### src/logic/msx_bus_pkg.sv
package msx_bus_pkg;

    //////////////////////////////////////////////////////////////////////
    // bus types
    //////////////////////////////////////////////////////////////////////
    typedef logic [7:0]  byte_t;    // data or pin byte
    typedef logic [15:0] addr_t;    // z80 address
    typedef logic [31:0] sector_t;  // sd sector number
    typedef logic [2:0]  msel_t;    // active-low group select

    typedef enum logic [1:0] {
        MEGARAM_KONAMI     = 2'd0,
        MEGARAM_KONAMI_SCC = 2'd1,
        MEGARAM_ASCII16    = 2'd2,
        MEGARAM_ASCII8     = 2'd3
    } megaram_type_e;

    // mp groups, indexed in sequencer phase order
    localparam int NUM_LANES    = 3;
    localparam int LANE_ADDR_LO = 0;
    localparam int LANE_ADDR_HI = 1;
    localparam int LANE_CTL     = 2;

    localparam msel_t MSEL_ADDR_LO = 3'b110;  // a0-a7
    localparam msel_t MSEL_ADDR_HI = 3'b101;  // a8-a15
    localparam msel_t MSEL_CTL     = 3'b011;  // merq, iorq, .., m1
    localparam msel_t MSEL_NONE    = 3'b111;

    // bit positions in the control byte
    localparam int CTL_MERQ_N = 0;
    localparam int CTL_IORQ_N = 1;
    localparam int CTL_M1_N   = 7;

    //////////////////////////////////////////////////////////////////////
    // i/o ports and cartridge registers
    //////////////////////////////////////////////////////////////////////
    localparam logic [6:0] PORT_VDP  = 7'b1000100;  // 88/89
    localparam logic [6:0] PORT_PSG  = 7'b0100100;  // 48/49
    localparam logic [6:0] PORT_OPLL = 7'b0111110;  // 7c/7d
    localparam byte_t PORT_MEGARAM   = 8'h8F;

    localparam addr_t SDC_ENABLE = 16'h7E00;
    localparam addr_t SDC_SADDR  = 16'h7E03;  // four bytes, lsb first
    localparam addr_t SDC_END    = 16'h7EFF;

    localparam byte_t MR_CMD_SCC     = 8'h05;
    localparam byte_t MR_CMD_ASCII16 = 8'h16;
    localparam byte_t MR_CMD_ASCII8  = 8'h08;

endpackage

### src/logic/bus_decoder.sv
`timescale 1ns/1ps

module bus_decoder (
    input  logic                clk108_w,
    input  logic                reset_ram_n,
    input  msx_bus_pkg::byte_t  lane_addr_lo,
    input  msx_bus_pkg::byte_t  lane_addr_hi,
    input  msx_bus_pkg::byte_t  lane_ctl,
    input  logic                ctl_ena,
    input  logic                rd_n,
    input  logic                wr_n,
    input  logic                sltsl_n,
    output msx_bus_pkg::addr_t  addr,
    output msx_bus_pkg::byte_t  ctl,
    output logic                slot_sel,
    output logic                rd_act,
    output logic                wr_pulse,
    output logic                vdp_cs,
    output logic                psg_cs,
    output logic                opll_cs
);
    import msx_bus_pkg::*;

    //////////////////////////////////////////////////////////////////////
    // strobe filters, bit 0 rd_n, bit 1 wr_n, bit 2 sltsl_n
    //////////////////////////////////////////////////////////////////////
    logic [2:0] strb_s1;
    logic [2:0] strb_s2;
    logic [2:0] strb_f;
    logic [2:0] agree;
    logic       wr_f_d;       // filtered wr_n, one cycle late
    logic       ctl_ena_d;    // lane outputs are fresh here

    assign agree = ~(strb_s1 ^ strb_s2);

    always_ff @(posedge clk108_w or negedge reset_ram_n) begin
        if (!reset_ram_n) begin
            strb_s1 <= '1;
            strb_s2 <= '1;
            strb_f  <= '1;
            wr_f_d  <= 1'b1;
        end else begin
            strb_s1 <= {sltsl_n, wr_n, rd_n};
            strb_s2 <= strb_s1;
            strb_f  <= (strb_s2 & agree) | (strb_f & ~agree);
            wr_f_d  <= strb_f[1];
        end
    end

    assign rd_act   = ~strb_f[0];
    assign slot_sel = ~strb_f[2];
    assign wr_pulse = wr_f_d & ~strb_f[1];  // falling edge of filtered wr_n

    // address and control are taken together, after the ctl window
    always_ff @(posedge clk108_w or negedge reset_ram_n) begin
        if (!reset_ram_n) begin
            ctl_ena_d <= 1'b0;
            addr      <= '0;
            ctl       <= '1;          // all control lines inactive
        end else begin
            ctl_ena_d <= ctl_ena;
            if (ctl_ena_d) begin
                addr <= {lane_addr_hi, lane_addr_lo};
                ctl  <= lane_ctl;
            end
        end
    end

    //////////////////////////////////////////////////////////////////////
    // i/o chip selects
    //////////////////////////////////////////////////////////////////////
    logic io_cyc;
    assign io_cyc = ~ctl[CTL_IORQ_N] & ctl[CTL_M1_N];   // not an int ack

    assign vdp_cs  = io_cyc && (addr[7:1] == PORT_VDP);
    assign psg_cs  = io_cyc && (addr[7:1] == PORT_PSG);
    assign opll_cs = io_cyc && ~strb_f[1] && (addr[7:1] == PORT_OPLL);   // write only

endmodule

### src/logic/cart_registers.sv
`timescale 1ns/1ps

module cart_registers (
    input  logic                        clk108_w,
    input  logic                        reset_ram_n,
    input  msx_bus_pkg::addr_t          addr,
    input  msx_bus_pkg::byte_t          ctl,
    input  logic                        slot_sel,
    input  logic                        rd_act,
    input  logic                        wr_pulse,
    input  msx_bus_pkg::byte_t          cd_in,
    output msx_bus_pkg::byte_t          cd_out,
    output logic                        datadir,
    output logic                        sd_en,
    output msx_bus_pkg::sector_t        sd_sector,
    output msx_bus_pkg::megaram_type_e  megaram_type,
    output logic                        scc_enable
);
    import msx_bus_pkg::*;

    logic  mem_wr;
    logic  io_wr;
    logic  sd_rd;
    addr_t sec_off;
    logic  sec_hit;

    assign mem_wr = wr_pulse & ~ctl[CTL_MERQ_N] & ctl[CTL_IORQ_N] & ctl[CTL_M1_N];
    assign io_wr  = wr_pulse & ~ctl[CTL_IORQ_N] & ctl[CTL_M1_N]
                    & (addr[7:0] == PORT_MEGARAM);

    assign sec_off   = addr - SDC_SADDR;
    assign sec_hit   = sec_off < addr_t'(4);  // wraps above 7e06 and below 7e03

    //////////////////////////////////////////////////////////////////////
    // sd controller registers
    //////////////////////////////////////////////////////////////////////
    always_ff @(posedge clk108_w or negedge reset_ram_n) begin
        if (!reset_ram_n) begin
            sd_en     <= 1'b0;
            sd_sector <= '0;
        end else if (mem_wr && slot_sel) begin
            if (addr == SDC_ENABLE)
                sd_en <= cd_in[0];
            else if (sd_en && sec_hit)
                sd_sector[8*sec_off[1:0] +: 8] <= cd_in;   // lsb first
        end
    end

    //////////////////////////////////////////////////////////////////////
    // mapper type, i/o port 8f
    //////////////////////////////////////////////////////////////////////
    always_ff @(posedge clk108_w or negedge reset_ram_n) begin
        if (!reset_ram_n) begin
            megaram_type <= MEGARAM_KONAMI;
            scc_enable   <= 1'b0;
        end else if (io_wr) begin
            case (cd_in)
                MR_CMD_SCC: begin
                    megaram_type <= MEGARAM_KONAMI_SCC;
                    scc_enable   <= 1'b1;
                end
                MR_CMD_ASCII16: begin
                    megaram_type <= MEGARAM_ASCII16;
                    scc_enable   <= 1'b0;
                end
                MR_CMD_ASCII8: begin
                    megaram_type <= MEGARAM_ASCII8;
                    scc_enable   <= 1'b0;
                end
                default: begin
                    megaram_type <= MEGARAM_KONAMI;
                    scc_enable   <= 1'b0;
                end
            endcase
        end
    end

    // readback, only the enable register is readable here
    assign sd_rd = rd_act & slot_sel & ~ctl[CTL_MERQ_N] & sd_en;

    always_ff @(posedge clk108_w or negedge reset_ram_n) begin
        if (!reset_ram_n) begin
            cd_out  <= 8'hFF;
            datadir <= 1'b1;        // bus pins as inputs
        end else begin
            datadir <= ~(slot_sel & rd_act);
            if (sd_rd && addr == SDC_ENABLE)
                cd_out <= {7'b0, sd_en};
            else
                cd_out <= 8'hFF;
        end
    end

endmodule

### src/logic/msx_bus_top.sv
`timescale 1ns/1ps

module msx_bus_top #(
    parameter int PHASE_CYCLES = 4,
    parameter int FILTER_DEPTH = 2
) (
    input  logic                        clk108_w,
    input  logic                        reset_ram_n,
    input  msx_bus_pkg::byte_t          mp,
    input  msx_bus_pkg::byte_t          cd_in,
    input  logic                        rd_n,
    input  logic                        wr_n,
    input  logic                        sltsl_n,
    output msx_bus_pkg::msel_t          msel_n,
    output msx_bus_pkg::byte_t          cd_out,
    output logic                        datadir,
    output logic                        vdp_cs,
    output logic                        psg_cs,
    output logic                        opll_cs,
    output logic                        sd_en,
    output msx_bus_pkg::sector_t        sd_sector,
    output msx_bus_pkg::megaram_type_e  megaram_type,
    output logic                        scc_enable
);
    import msx_bus_pkg::*;

    logic [NUM_LANES-1:0] lane_ena;
    byte_t                lane_q [NUM_LANES];
    addr_t                addr;
    byte_t                ctl;
    logic                 slot_sel;
    logic                 rd_act;
    logic                 wr_pulse;

    mux_sequencer #(.PHASE_CYCLES(PHASE_CYCLES)) u_seq (
        .clk108_w(clk108_w), .reset_ram_n(reset_ram_n),
        .msel_n(msel_n), .lane_ena(lane_ena)
    );

    // one filter lane per mp group
    for (genvar k = 0; k < NUM_LANES; k++) begin : g_lane
        mux_lane #(.FILTER_DEPTH(FILTER_DEPTH)) u_lane (
            .clk108_w(clk108_w), .reset_ram_n(reset_ram_n),
            .pins(mp), .ena(lane_ena[k]), .lane_q(lane_q[k])
        );
    end

    bus_decoder u_dec (
        .clk108_w(clk108_w), .reset_ram_n(reset_ram_n),
        .lane_addr_lo(lane_q[LANE_ADDR_LO]), .lane_addr_hi(lane_q[LANE_ADDR_HI]),
        .lane_ctl(lane_q[LANE_CTL]), .ctl_ena(lane_ena[LANE_CTL]),
        .rd_n(rd_n), .wr_n(wr_n), .sltsl_n(sltsl_n),
        .addr(addr), .ctl(ctl), .slot_sel(slot_sel), .rd_act(rd_act),
        .wr_pulse(wr_pulse), .vdp_cs(vdp_cs), .psg_cs(psg_cs), .opll_cs(opll_cs)
    );

    cart_registers u_regs (
        .clk108_w(clk108_w), .reset_ram_n(reset_ram_n),
        .addr(addr), .ctl(ctl), .slot_sel(slot_sel), .rd_act(rd_act),
        .wr_pulse(wr_pulse), .cd_in(cd_in), .cd_out(cd_out), .datadir(datadir),
        .sd_en(sd_en), .sd_sector(sd_sector),
        .megaram_type(megaram_type), .scc_enable(scc_enable)
    );

endmodule

### src/logic/mux_lane.sv
`timescale 1ns/1ps

module mux_lane #(
    parameter int FILTER_DEPTH = 2
) (
    input  logic                clk108_w,
    input  logic                reset_ram_n,
    input  msx_bus_pkg::byte_t  pins,
    input  logic                ena,
    output msx_bus_pkg::byte_t  lane_q
);
    import msx_bus_pkg::*;

    byte_t samp [FILTER_DEPTH];   // samp[0] is the newest
    byte_t all_hi;
    byte_t all_lo;

    always_ff @(posedge clk108_w or negedge reset_ram_n) begin
        if (!reset_ram_n) begin
            for (int i = 0; i < FILTER_DEPTH; i++) samp[i] <= '1;
            lane_q <= '1;
        end else begin
            samp[0] <= pins;
            for (int i = 1; i < FILTER_DEPTH; i++) samp[i] <= samp[i-1];
            if (ena) begin
                // glitching bits keep their old value
                lane_q <= all_hi | (lane_q & ~all_lo);
            end
        end
    end

    // per bit agreement over the whole sample chain
    always_comb begin
        all_hi = '1;
        all_lo = '1;
        for (int i = 0; i < FILTER_DEPTH; i++) begin
            all_hi = all_hi & samp[i];
            all_lo = all_lo & ~samp[i];
        end
    end

endmodule

### src/logic/mux_sequencer.sv
`timescale 1ns/1ps

module mux_sequencer #(
    parameter int PHASE_CYCLES = 4
) (
    input  logic                               clk108_w,
    input  logic                               reset_ram_n,
    output msx_bus_pkg::msel_t                 msel_n,
    output logic [msx_bus_pkg::NUM_LANES-1:0]  lane_ena
);
    import msx_bus_pkg::*;

    localparam int CW = (PHASE_CYCLES > 1) ? $clog2(PHASE_CYCLES) : 1;

    logic [CW-1:0] cnt;
    logic [1:0]    phase;     // 0 addr lo, 1 addr hi, 2 ctl, 3 none
    logic          last_cyc;

    function automatic msel_t phase_code(input logic [1:0] ph);
        msel_t code;
        case (ph)
            2'd0:    code = MSEL_ADDR_LO;
            2'd1:    code = MSEL_ADDR_HI;
            2'd2:    code = MSEL_CTL;
            default: code = MSEL_NONE;
        endcase
        return code;
    endfunction

    assign last_cyc = (cnt == CW'(PHASE_CYCLES - 1));

    always_ff @(posedge clk108_w or negedge reset_ram_n) begin
        if (!reset_ram_n) begin
            cnt    <= '0;
            phase  <= 2'd3;         // start idle, addr lo comes next
            msel_n <= MSEL_NONE;
        end else if (last_cyc) begin
            cnt    <= '0;
            phase  <= phase + 2'd1;
            msel_n <= phase_code(phase + 2'd1);
        end else begin
            cnt <= cnt + CW'(1);
        end
    end

    // sample only at the end of a phase, after the external mux has settled
    for (genvar k = 0; k < NUM_LANES; k++) begin : g_ena
        assign lane_ena[k] = last_cyc && (phase == 2'(k));
    end

endmodule

### config.mk
export PLATFORM = sky130hd
export DESIGN_NAME = msx_bus_top
export DESIGN_NICKNAME = d
export VERILOG_FILES = /design/src/logic/msx_bus_pkg.sv /design/src/logic/bus_decoder.sv /design/src/logic/cart_registers.sv /design/src/logic/msx_bus_top.sv /design/src/logic/mux_lane.sv /design/src/logic/mux_sequencer.sv
export SDC_FILE = /design/constraint.sdc
export NUM_CORES = 1
export LEC_CHECK = 0
export BUFFER_PORTS_ARGS = -buffer_cell sky130_fd_sc_hd__buf_2
export CAP_MARGIN = 25
export CORE_MARGIN = 8
export CORE_UTILIZATION = 60
export DETAILED_ROUTE_END_ITERATION = 8
export PLACE_DENSITY = 0.82
export SETUP_SLACK_MARGIN = 0.5
export SYNTH_ARGS = -nofsm -noshare
export SYNTH_HDL_FRONTEND = slang
export SYNTH_HIERARCHICAL = 1
export SYNTH_SLANG_ARGS = --single-unit
export TNS_END_PERCENT = 100
### constraint.sdc
create_clock -name clk108_w -period 4.2 [get_ports clk108_w]
set_input_delay 0.42 -clock clk108_w [delete_from_list [all_inputs] [get_ports clk108_w]]
set_output_delay 0.42 -clock clk108_w [all_outputs]
set_load 0.1 [all_outputs]
==> run metrics, run 1 <==
number of I/O port buffers=71; DP HPWL=8110 um; Worst EP required=4.61 ns; first-pass GRT wire length=20100 um; DR pass1 iterations=4; area delta synth->final=18.5%; Die Y=114 um; register area=3430 um2; row cnt=36; critical path class=reg2reg; Inserted Diodes=0; root buffer cell=clkbuf_8; wirelength, routed=12200 um; area of the core=9590 um2; PostCTS Resize Cnt=0; P_leak=3.00 nW; Mapped Avg Cell Area=13.3 um2; setup slack, reg-to-reg=1.01 ns; grt total ovfl=0; # IOs=72; Slew HR=0.403; Hold/Removal Path Class=in2async; Gate Count Post-Synth=436; number of global-route vias before repair=3923; antenna violations before repair=0; status=finished, final reports clean; slowest stage delay, CP=0.56 ns; CP max stage cell=dfrtp_1; final instance area=6900 um2; Clock Skew=0.00618 ns; Filler Cells Inserted=653; Worst-Margin Slew=0.895 ns; postcts setup bufs=0; layout cell share with drive strength beyond 1=0.467; power density over the cells=405 nW/um2; clock buffer depth=2; wire length per cell=18.1 um; TNS Setup=0 ns; Die Wd=114 um; Iter 0 DRT Violations=260; Syn Std Cell Area=5820 um2; achievable frequency=314 MHz; Ys Warns=6; footprint of the multi-input gates=2180 um2; RSZ-0062 raised after global routing=no; Final Net Count=556; Die Area=13100 um2; Initial Util=0.607; worst skew pair latency=0.52 ns; largest net degree at the start of global routing=78; DRT antenna net count=0; TritonCTS Buffers=17; CP cell instances=ha_1 > nor3_2 > nand3_1 > a2111oi_1 > o211ai_2 > nor3_4 > mux2_4; CP Launch Type=register; CP Buf/Inv Count=0; GRT Overall Usage=0.200; critical path capture point type=register; endpoints failing setup=0; Max H-tree Level=4; clk sink count=133; Remaining DRCs=0; Via Count=3769; CP delay by family, top=simple AND/OR/NAND/NOR gates; total of max-cap violations=0; worst ir drop on vdd=326 uV; routed vias/inst=5.63; dpl cell area=6240 um2; Crit Path Max Fanout=18; Final Cycle Share=0.759; Fin. Hold Viols=0; final slew viol count=0; CTS tree=yes; WP data arrival=3.60 ns; Mapped Nets=468; Tmin final=3.19 ns; clk slew on worst S/H paths=0.06 ns; GP Congestion=0.834
## sequential cells by signal, summed over array words and instances (netlist names), named ones only
register              count
g_lane.u_lane/samp       38
u_regs/sd_sector         32
g_lane.u_lane/lane_q     19
u_dec/addr               16
u_dec/ctl                 3
u_dec/strb_s1             3
u_dec/strb_s2             3
u_seq/msel_n              3
u_regs/cd_out             2
u_regs/megaram_type       2
u_seq/cnt                 2
u_seq/phase               2
u_dec/ctl_ena_d           1
u_dec/wr_f_d              1
u_regs/datadir            1
u_regs/scc_enable         1
u_regs/sd_en              1
## layer usage
layer	vias up	routed length, um	global-route usage
li1	1720	-	-
met1	1929	5080	0.237
met2	102	6150	0.328
met3	18	716	0.0638
met4	0	208	0.0816
met5	-	0	0
## cell type report
cell class | count | share of cell area
multi-input cells | 264 | 0.316
repair buffers | 85 | 0.0711
flip-flops and latches | 133 | 0.497
inverters | 23 | 0.0125
clock buffers | 20 | 0.0662
well taps | 133 | 0.0241
clock inverters | 12 | 0.0132
## where the power goes
| part | total (W) | internal (W) | switching [W] | leakage [nW] |
|---|---|---|---|---|
| Combinational | 0.0000922 | 0.0000314 | 0.0000608 | 1.27 |
| Sequential | 0.00136 | 0.00134 | 0.0000212 | 1.46 |
| Clock | 0.00134 | 0.000783 | 0.000560 | 0.265 |
## layout by cell type, fill, tap and decap left out, types with 7 or more instances in the layout
cell type / n
nor2_1: 22
or2b_2: 7
or2b_1: 16
mux2i_1: 11
mux2_4: 8
dfrtp_1: 55
clkbuf_16: 17
ha_1: 11
dfstp_2: 78
nand2_1: 25
a21o_1: 19
a22o_1: 19
buf_2: 70
nor3_1: 12
dlygate4sd3_1: 11
inv_1: 23
mux2_2: 33
## per-stage QoR
| stage | util | total power (W) | hold WS [ns] | cells | setup WS [ns] |
|---|---|---|---|---|---|
| 2_1_floorplan | - | 0.00141 | 0.124 | 436 | 1.21 |
| 3_5_place_dp | 0.650 | 0.00146 | 0.359 | 627 | 1.07 |
| 6_report | 0.719 | 0.00279 | 0.0347 | 670 | 1.01 |
| 5_1_grt | 0.719 | 0.00290 | 0.0879 | 670 | 0.835 |
| 3_3_place_gp | 0.650 | 0.00146 | 0.358 | 627 | 1.15 |
| 4_1_cts | 0.719 | 0.00283 | 0.0400 | 670 | 1.05 |
## final timing paths
| check | startpoint | to | cells after the start |
|---|---|---|---|
| max in group asynchronous | reset_ram_n | g_lane[1].u_lane/lane_q[1] | 2 |
| min in group clk108_w | cd_in[7] | u_regs/sd_sector[7] | 3 |
| worst max-delay path | u_dec/addr[0] | u_regs/sd_sector[19] | 7 |
| worst min-delay path | reset_ram_n | u_dec/addr[4] | 1 |
| worst min register to register | u_dec/strb_s1[0] | u_dec/strb_s2[0] | 0 |
| worst max register to register | u_dec/addr[0] | u_regs/sd_sector[19] | 7 |
## timing repair
item                                    4_1_cts  5_1_grt
hold endpoints to repair                     22        0
endpoints found under the setup margin        0        0
hold buffers                                 11        0
No activity file was read; power rests on OpenSTA's default activity.
==> run 2: changes to the inputs <==
--- a/config.mk
+++ b/config.mk
@@ -5,12 +5,13 @@
 export SDC_FILE = /design/constraint.sdc
 export NUM_CORES = 1
 export LEC_CHECK = 0
+export ABC_AREA = 1
 export BUFFER_PORTS_ARGS = -buffer_cell sky130_fd_sc_hd__buf_2
 export CAP_MARGIN = 25
 export CORE_MARGIN = 8
-export CORE_UTILIZATION = 60
+export CORE_UTILIZATION = 54
 export DETAILED_ROUTE_END_ITERATION = 8
-export PLACE_DENSITY = 0.82
+export PLACE_DENSITY = 0.78
 export SETUP_SLACK_MARGIN = 0.5
 export SYNTH_ARGS = -nofsm -noshare
 export SYNTH_HDL_FRONTEND = slang
==> constraint.sdc (replaced) <==
create_clock -name clk108_w -period 2.71 [get_ports clk108_w]
set_input_delay 0.271 -clock clk108_w [delete_from_list [all_inputs] [get_ports clk108_w]]
set_output_delay 0.271 -clock clk108_w [all_outputs]
set_load 0.1 [all_outputs]
==> run metrics, run 2 <==
Max H-tree Level=4 (unchanged); commonest non-fill, non-tap cell in the layout=nand2_1; RSZ-0062 raised after global routing=yes; Gate Count Post-Synth=752 (+72%); Mapped Nets=784 (+68%); clk slew on worst S/H paths=0.06 ns (about the same); clk sink count=133 (unchanged); Final Util=0.646 (-0.0730); wire length per cell=13.0 um (-28%); DRT antenna net count=0 (unchanged); root buffer cell=clkbuf_16; worst skew pair latency=0.42 ns (-0.10 ns); number of global-route vias before repair=4917 (+25%); row cnt=40 (+11%); Initial Util=0.544 (-0.0623); pre-CTS WS=0.382 ns (-0.684 ns); WHS=0.157 ns (+0.123 ns); first-pass GRT wire length=22200 um (+10%); setup slack, reg-to-reg=0.52 ns (-0.49 ns); Fin. Hold Viols=0 (unchanged); area delta synth->final=18.6%; fin worst setup slack=0.519 ns (-0.491 ns); Flop pwr share=0.456 (-0.030); Via Count=4828 (+28%); max reg flops=38 (unchanged); number of I/O port buffers=71 (unchanged); total power=0.00491 W (+76%); wirelength, routed=13000 um (+6.9%); Top Usage Layer GRT=met2; Worst EP required=3.01 ns (-1.60 ns); P_int=0.00373 W (+73%); worst ir drop on vdd=464 uV (+42%); routed vias/inst=4.82 (-14%); GRT Overall Usage=0.173 (-0.0263); met2 usage=0.286 (-0.0428); area of the core=11800 um2 (+23%); final slew viol count=0 (unchanged); WP data arrival=2.49 ns (-1.11 ns); Die Wd=125 um (+9.3%); CTS tree=yes; Final Cycle Share=0.808 (+0.0490); P_sw=0.00118 W (+84%); TritonCTS Buffers=17 (unchanged); largest registers=g_lane.u_lane/samp (38), u_regs/sd_sector (32), g_lane.u_lane/lane_q (19); Remaining DRCs=0 (unchanged); Crit Path Max Fanout=8 (-10); status=finished, final reports clean; clock buffer depth=2 (unchanged); DR pass1 iterations=4 (unchanged); antenna violations before repair=0 (unchanged); Inserted Diodes=0 (unchanged); Sw Share=0.240 (+0.0105); Die Y=125 um (+9.3%); Syn Std Cell Area=6430 um2 (+10%); layout cell share with drive strength beyond 1=0.306 (-0.162); Worst-Margin Slew=0.597 ns (-0.298 ns); Clock Skew=0.0138 ns (+0.00766 ns); P_leak=3.78 nW (+26%); critical path capture point type=register; total of max-cap violations=0 (unchanged); endpoints failing setup=0 (unchanged); Iter 0 DRT Violations=345 (+33%); # IOs=72 (unchanged); largest net degree at the start of global routing=51 (-35%); Mapped Avg Cell Area=8.55 um2 (-36%); met3 usage in global routing=0.0586 (-0.00517); critical path class=reg2reg; Die Area=15700 um2 (+19%); grt total ovfl=0 (unchanged); Hold/Removal Path Class=in2reg; Largest Register=g_lane.u_lane/samp; Comb pwr share=0.097 (+0.064); Slew HR=0.601 (+0.198); clock share of power=0.447 (-0.034); met1 Usage GRT=0.201 (-0.0354); commonest cells after routing, fill and taps aside=nand2_1 (261), inv_1 (111), dfstp_2 (78); power density over the cells=644 nW/um2 (+59%); GP Congestion=0.898 (+7.6%); Tmin final=2.19 ns (-0.999 ns); Ys Warns=6 (unchanged); DP HPWL=9190 um (+13%); TNS Setup=0 ns (unchanged); CP Launch Type=register; achievable frequency=456 MHz (+46%); Final Net Count=874 (+57%)
==> run 2: area by class of cell <==
cell class,count,area [um2]
clock buffer,28,538
clock inverter,3,40.0
fill,951,4190
inverter,127,477
multi-input combinational,468,2350
sequential,133,3430
tap,147,184
timing repair buffer,95,609
==> run 2: per-stage QoR <==
step           cell area [um2]  std cells
3_3_place_gp              6760        952
2_1_floorplan             6430        752
5_1_grt                   7630       1001
6_report                  7630       1001
4_1_cts                   7470        995
3_5_place_dp              6760        952
==> run 2: worst paths after layout <==
check,from,endpoint,cells after the start
max,u_dec/addr[0],u_regs/sd_sector[26],13
max in group asynchronous,reset_ram_n,g_lane[1].u_lane/lane_q[5],3
max reg2reg,u_dec/addr[0],u_regs/sd_sector[26],13
min in group asynchronous,reset_ram_n,u_dec/addr[1],2
min,cd_in[0],u_regs/sd_en,3
min reg2reg,g_lane[0].u_lane/samp[8],g_lane[0].u_lane/samp[0],0
==> run 2: metal layers <==
layer	vias up	wire, um
li1	2428	-
met1	2267	5770
met2	113	6310
met3	20	707
met4	0	207
met5	-	0
==> run 2: worst max-delay path, stage by stage, from the launching register on <==
cell	delay, ns
dfrtp_2	0.46
buf_6	0.14
nand2_2	0.07
nand2_2	0.08
nor2_4	0.16
nand2_4	0.10
nand2_2	0.06
nand2_1	0.06
nor2_2	0.17
nand3_2	0.13
nor2_4	0.27
nand4_4	0.20
nand2_1	0.13
nand2_1	0.06
==> run 2: repair_timing <==
item                                    in CTS  in global routing
pin swaps                                    0                 21
resized for setup                            2                 27
endpoints found under the setup margin      32                 34
buffers inserted                             0                  6
hold buffers                                12                  0
hold endpoints to repair                    33                  0
==> run 2: power groups by stage <==
stage               Sequential (W)  Clock, W  Combinational (W)
global placement           0.00226         0           0.000418
global route               0.00225   0.00234           0.000538
detailed placement         0.00227         0           0.000429
CTS                        0.00224   0.00224           0.000446
floorplan                  0.00226         0           0.000289
finish                     0.00224   0.00220           0.000479
==> run 3: changes to the inputs <==
--- a/config.mk
+++ b/config.mk
@@ -9,9 +9,9 @@
 export BUFFER_PORTS_ARGS = -buffer_cell sky130_fd_sc_hd__buf_2
 export CAP_MARGIN = 25
 export CORE_MARGIN = 8
-export CORE_UTILIZATION = 54
+export CORE_UTILIZATION = 60
 export DETAILED_ROUTE_END_ITERATION = 8
-export PLACE_DENSITY = 0.78
+export PLACE_DENSITY = 0.82
 export SETUP_SLACK_MARGIN = 0.5
 export SYNTH_ARGS = -nofsm -noshare
 export SYNTH_HDL_FRONTEND = slang
==> constraint.sdc (replaced) <==
create_clock -name clk108_w -period 2.2 [get_ports clk108_w]
set_input_delay 0.22 -clock clk108_w [delete_from_list [all_inputs] [get_ports clk108_w]]
set_output_delay 0.22 -clock clk108_w [all_outputs]
set_load 0.1 [all_outputs]
==> run metrics, run 3 (synthesis results as in run 2) <==
hold depth=5 (+2); commonest non-fill, non-tap cell in the layout=nand2_1; Crit Path Max Fanout=8 (unchanged); TritonCTS Buffers=17 (unchanged); DR pass1 iterations=6 (+2); worst skew pair latency=0.53 ns (+0.11 ns); Iter 0 DRT Violations=584 (+69%); Hold/Removal Path Class=in2reg; final slew viol count=0 (unchanged); Worst Setup SP=u_dec/addr[1]; # IOs=72 (unchanged); area of the core=10700 um2 (-9.8%); DRT antenna net count=0 (unchanged); root buffer cell=clkbuf_8; critical path capture point type=register; RSZ-0062 raised after global routing=yes; Worst EP required=2.60 ns (-0.41 ns); Die Area=14300 um2 (-8.8%); WP data arrival=2.45 ns (-0.04 ns); Die Y=120 um (-4.5%); power density over the cells=786 nW/um2 (+22%); clk slew on worst S/H paths=0.06 ns (about the same); row cnt=38 (-5.0%); largest registers=g_lane.u_lane/samp (38), u_regs/sd_sector (32), g_lane.u_lane/lane_q (19); first-pass GRT wire length=23800 um (+7.5%); status=finished, final reports clean; wire length on met1=5620 um (-2.6%); R2R cell count=12 (-1); post-route insts no fill=1006 (+0.50%); min-delay src=cd_in[6]; Critical Path Sink=u_regs/sd_sector[31]; Initial Util=0.604 (+0.0594); P_leak=3.87 nW (+2.3%); routed vias/inst=5.17 (+7.2%); Largest Register=g_lane.u_lane/samp; total of max-cap violations=0 (unchanged); Tmin final=2.05 ns (-0.143 ns); commonest cells after routing, fill and taps aside=nand2_1 (256), inv_1 (107), dfstp_2 (78); GP Congestion=0.860 (-4.2%); GRT Overall Usage=0.205 (+0.0318); register area=3440 um2 (+0.22%); setup slack, reg-to-reg=0.15 ns (-0.37 ns); Die Wd=120 um (-4.5%); TNS Setup=0 ns (unchanged); r2r endpoint=u_regs/sd_sector[31]; Inserted Diodes=0 (unchanged); endpoints failing setup=0 (unchanged); clk sink count=133 (unchanged); reg-to-reg critical path startpoint=u_dec/addr[1]; number of I/O port buffers=71 (unchanged); max reg flops=38 (unchanged); Via Count=5201 (+7.7%); Worst-Margin Slew=0.534 ns (-0.0629 ns); worst ir drop on vdd=620 uV (+34%); DR WL met3=968 um (+37%); CTS tree=yes; Slew HR=0.643 (+0.0420); area delta synth->final=22.8%; Filler Cells Inserted=732 (-23%); critical path class=reg2reg; number of global-route vias before repair=5239 (+6.5%); Placed Cells incl. Taps=947 (-0.53%); CP Launch Type=register; clock buffer depth=2 (unchanged); Final Net Count=885 (+1.3%); layout cell share with drive strength beyond 1=0.349 (+0.0431); DP HPWL=9460 um (+2.9%); antenna violations before repair=0 (unchanged); wirelength, routed=14500 um (+11%); Final Cycle Share=0.931 (+0.122); achievable frequency=488 MHz (+7.0%); largest net degree at the start of global routing=79 (+55%); highest metal used=met4; footprint of the multi-input gates=2420 um2 (+3.0%); Clock Skew=0.00732 ns (-0.00652 ns); Remaining DRCs=0 (unchanged); grt total ovfl=0 (unchanged); Max H-tree Level=4 (unchanged); Fin. Hold Viols=0 (unchanged); wire length per cell=14.4 um (+11%); met2 WL=7420 um (+18%)
-- run 3: cell types whose count changed in the layout (fill, tap and decap cells not counted), sizes merged --
cell / before / now
clkbuf: 30 / 21
clkinvlp: 0 / 1
clkinv: 2 / 4
dlygate4sd3: 12 / 13
buf: 81 / 90
inv: 127 / 135
-- run 3: cell type report --
class / count / area share
sequential: 133 / 0.435
multi-input combinational: 468 / 0.306
timing repair buffer: 106 / 0.0997
inverter: 127 / 0.0613
clock buffer: 18 / 0.0556
tap: 140 / 0.0222
clock inverter: 14 / 0.0196
-- run 3: layer usage --
metal | track usage | up-vias
met5 | 0 | -
met4 | 0.0937 | 0
met3 | 0.0564 | 41
met2 | 0.362 | 210
met1 | 0.226 | 2484
li1 | - | 2466
-- run 3: worst min-delay path by stage --
| stage | slack (ns) | end |
|---|---|---|
| final | 0.05 | u_regs/sd_sector[6] |
| after global routing | 0.03 | u_regs/sd_sector[6] |
| after CTS | 0.03 | u_regs/sd_sector[6] |
| after detailed placement | 0.21 | u_regs/megaram_type[1] |
| after global placement | 0.20 | u_regs/scc_enable |
| after floorplan | -0.08 | u_dec/addr[0] |
-- run 3: what timing repair did --
| item | CTS | global route |
|---|---|---|
| pin swaps | 21 | 10 |
| hold endpoints to repair | 58 | 0 |
| buffers inserted | 10 | 3 |
| setup endpoints to repair | 45 | 37 |
| gates resized for setup | 47 | 15 |
| hold buffers | 13 | 0 |
| cloned | 0 | 1 |
-- run 3: power breakdown --
| part | total, W | switching, W | leakage (nW) | internal (W) |
|---|---|---|---|---|
| Combinational | 0.000657 | 0.000434 | 2.22 | 0.000223 |
| Clock | 0.00279 | 0.00117 | 0.291 | 0.00162 |
| Sequential | 0.00275 | 0.000112 | 1.36 | 0.00264 |
| Total | 0.00620 | 0.00172 | 3.87 | 0.00449 |
-- run 3: worst max-delay path: stages, from the launching register on --
cell,delay [ns]
dfrtp_2,0.44
inv_1,0.11
ha_4,0.18
nand3_2,0.09
nor2_2,0.05
nand2_1,0.08
nand2_1,0.08
nor2_2,0.13
nand3_2,0.09
nor2_4,0.24
nand4_4,0.22
nand2_2,0.14
nand2_1,0.07
-- run 3: stage by stage --
step	hold slack, ns	setup slack [ns]	util	area [um2]	total power, W
final	0.0498	0.152	0.741	7900	0.00620
after CTS	0.0290	0.162	0.733	7800	0.00622
after global routing	0.0334	0.0260	0.741	7900	0.00645
after detailed placement	0.206	0.0910	0.642	6840	0.00334
after floorplan	-0.0756	0.327	-	6490	0.00315
after global placement	0.202	0.181	0.642	6840	0.00331
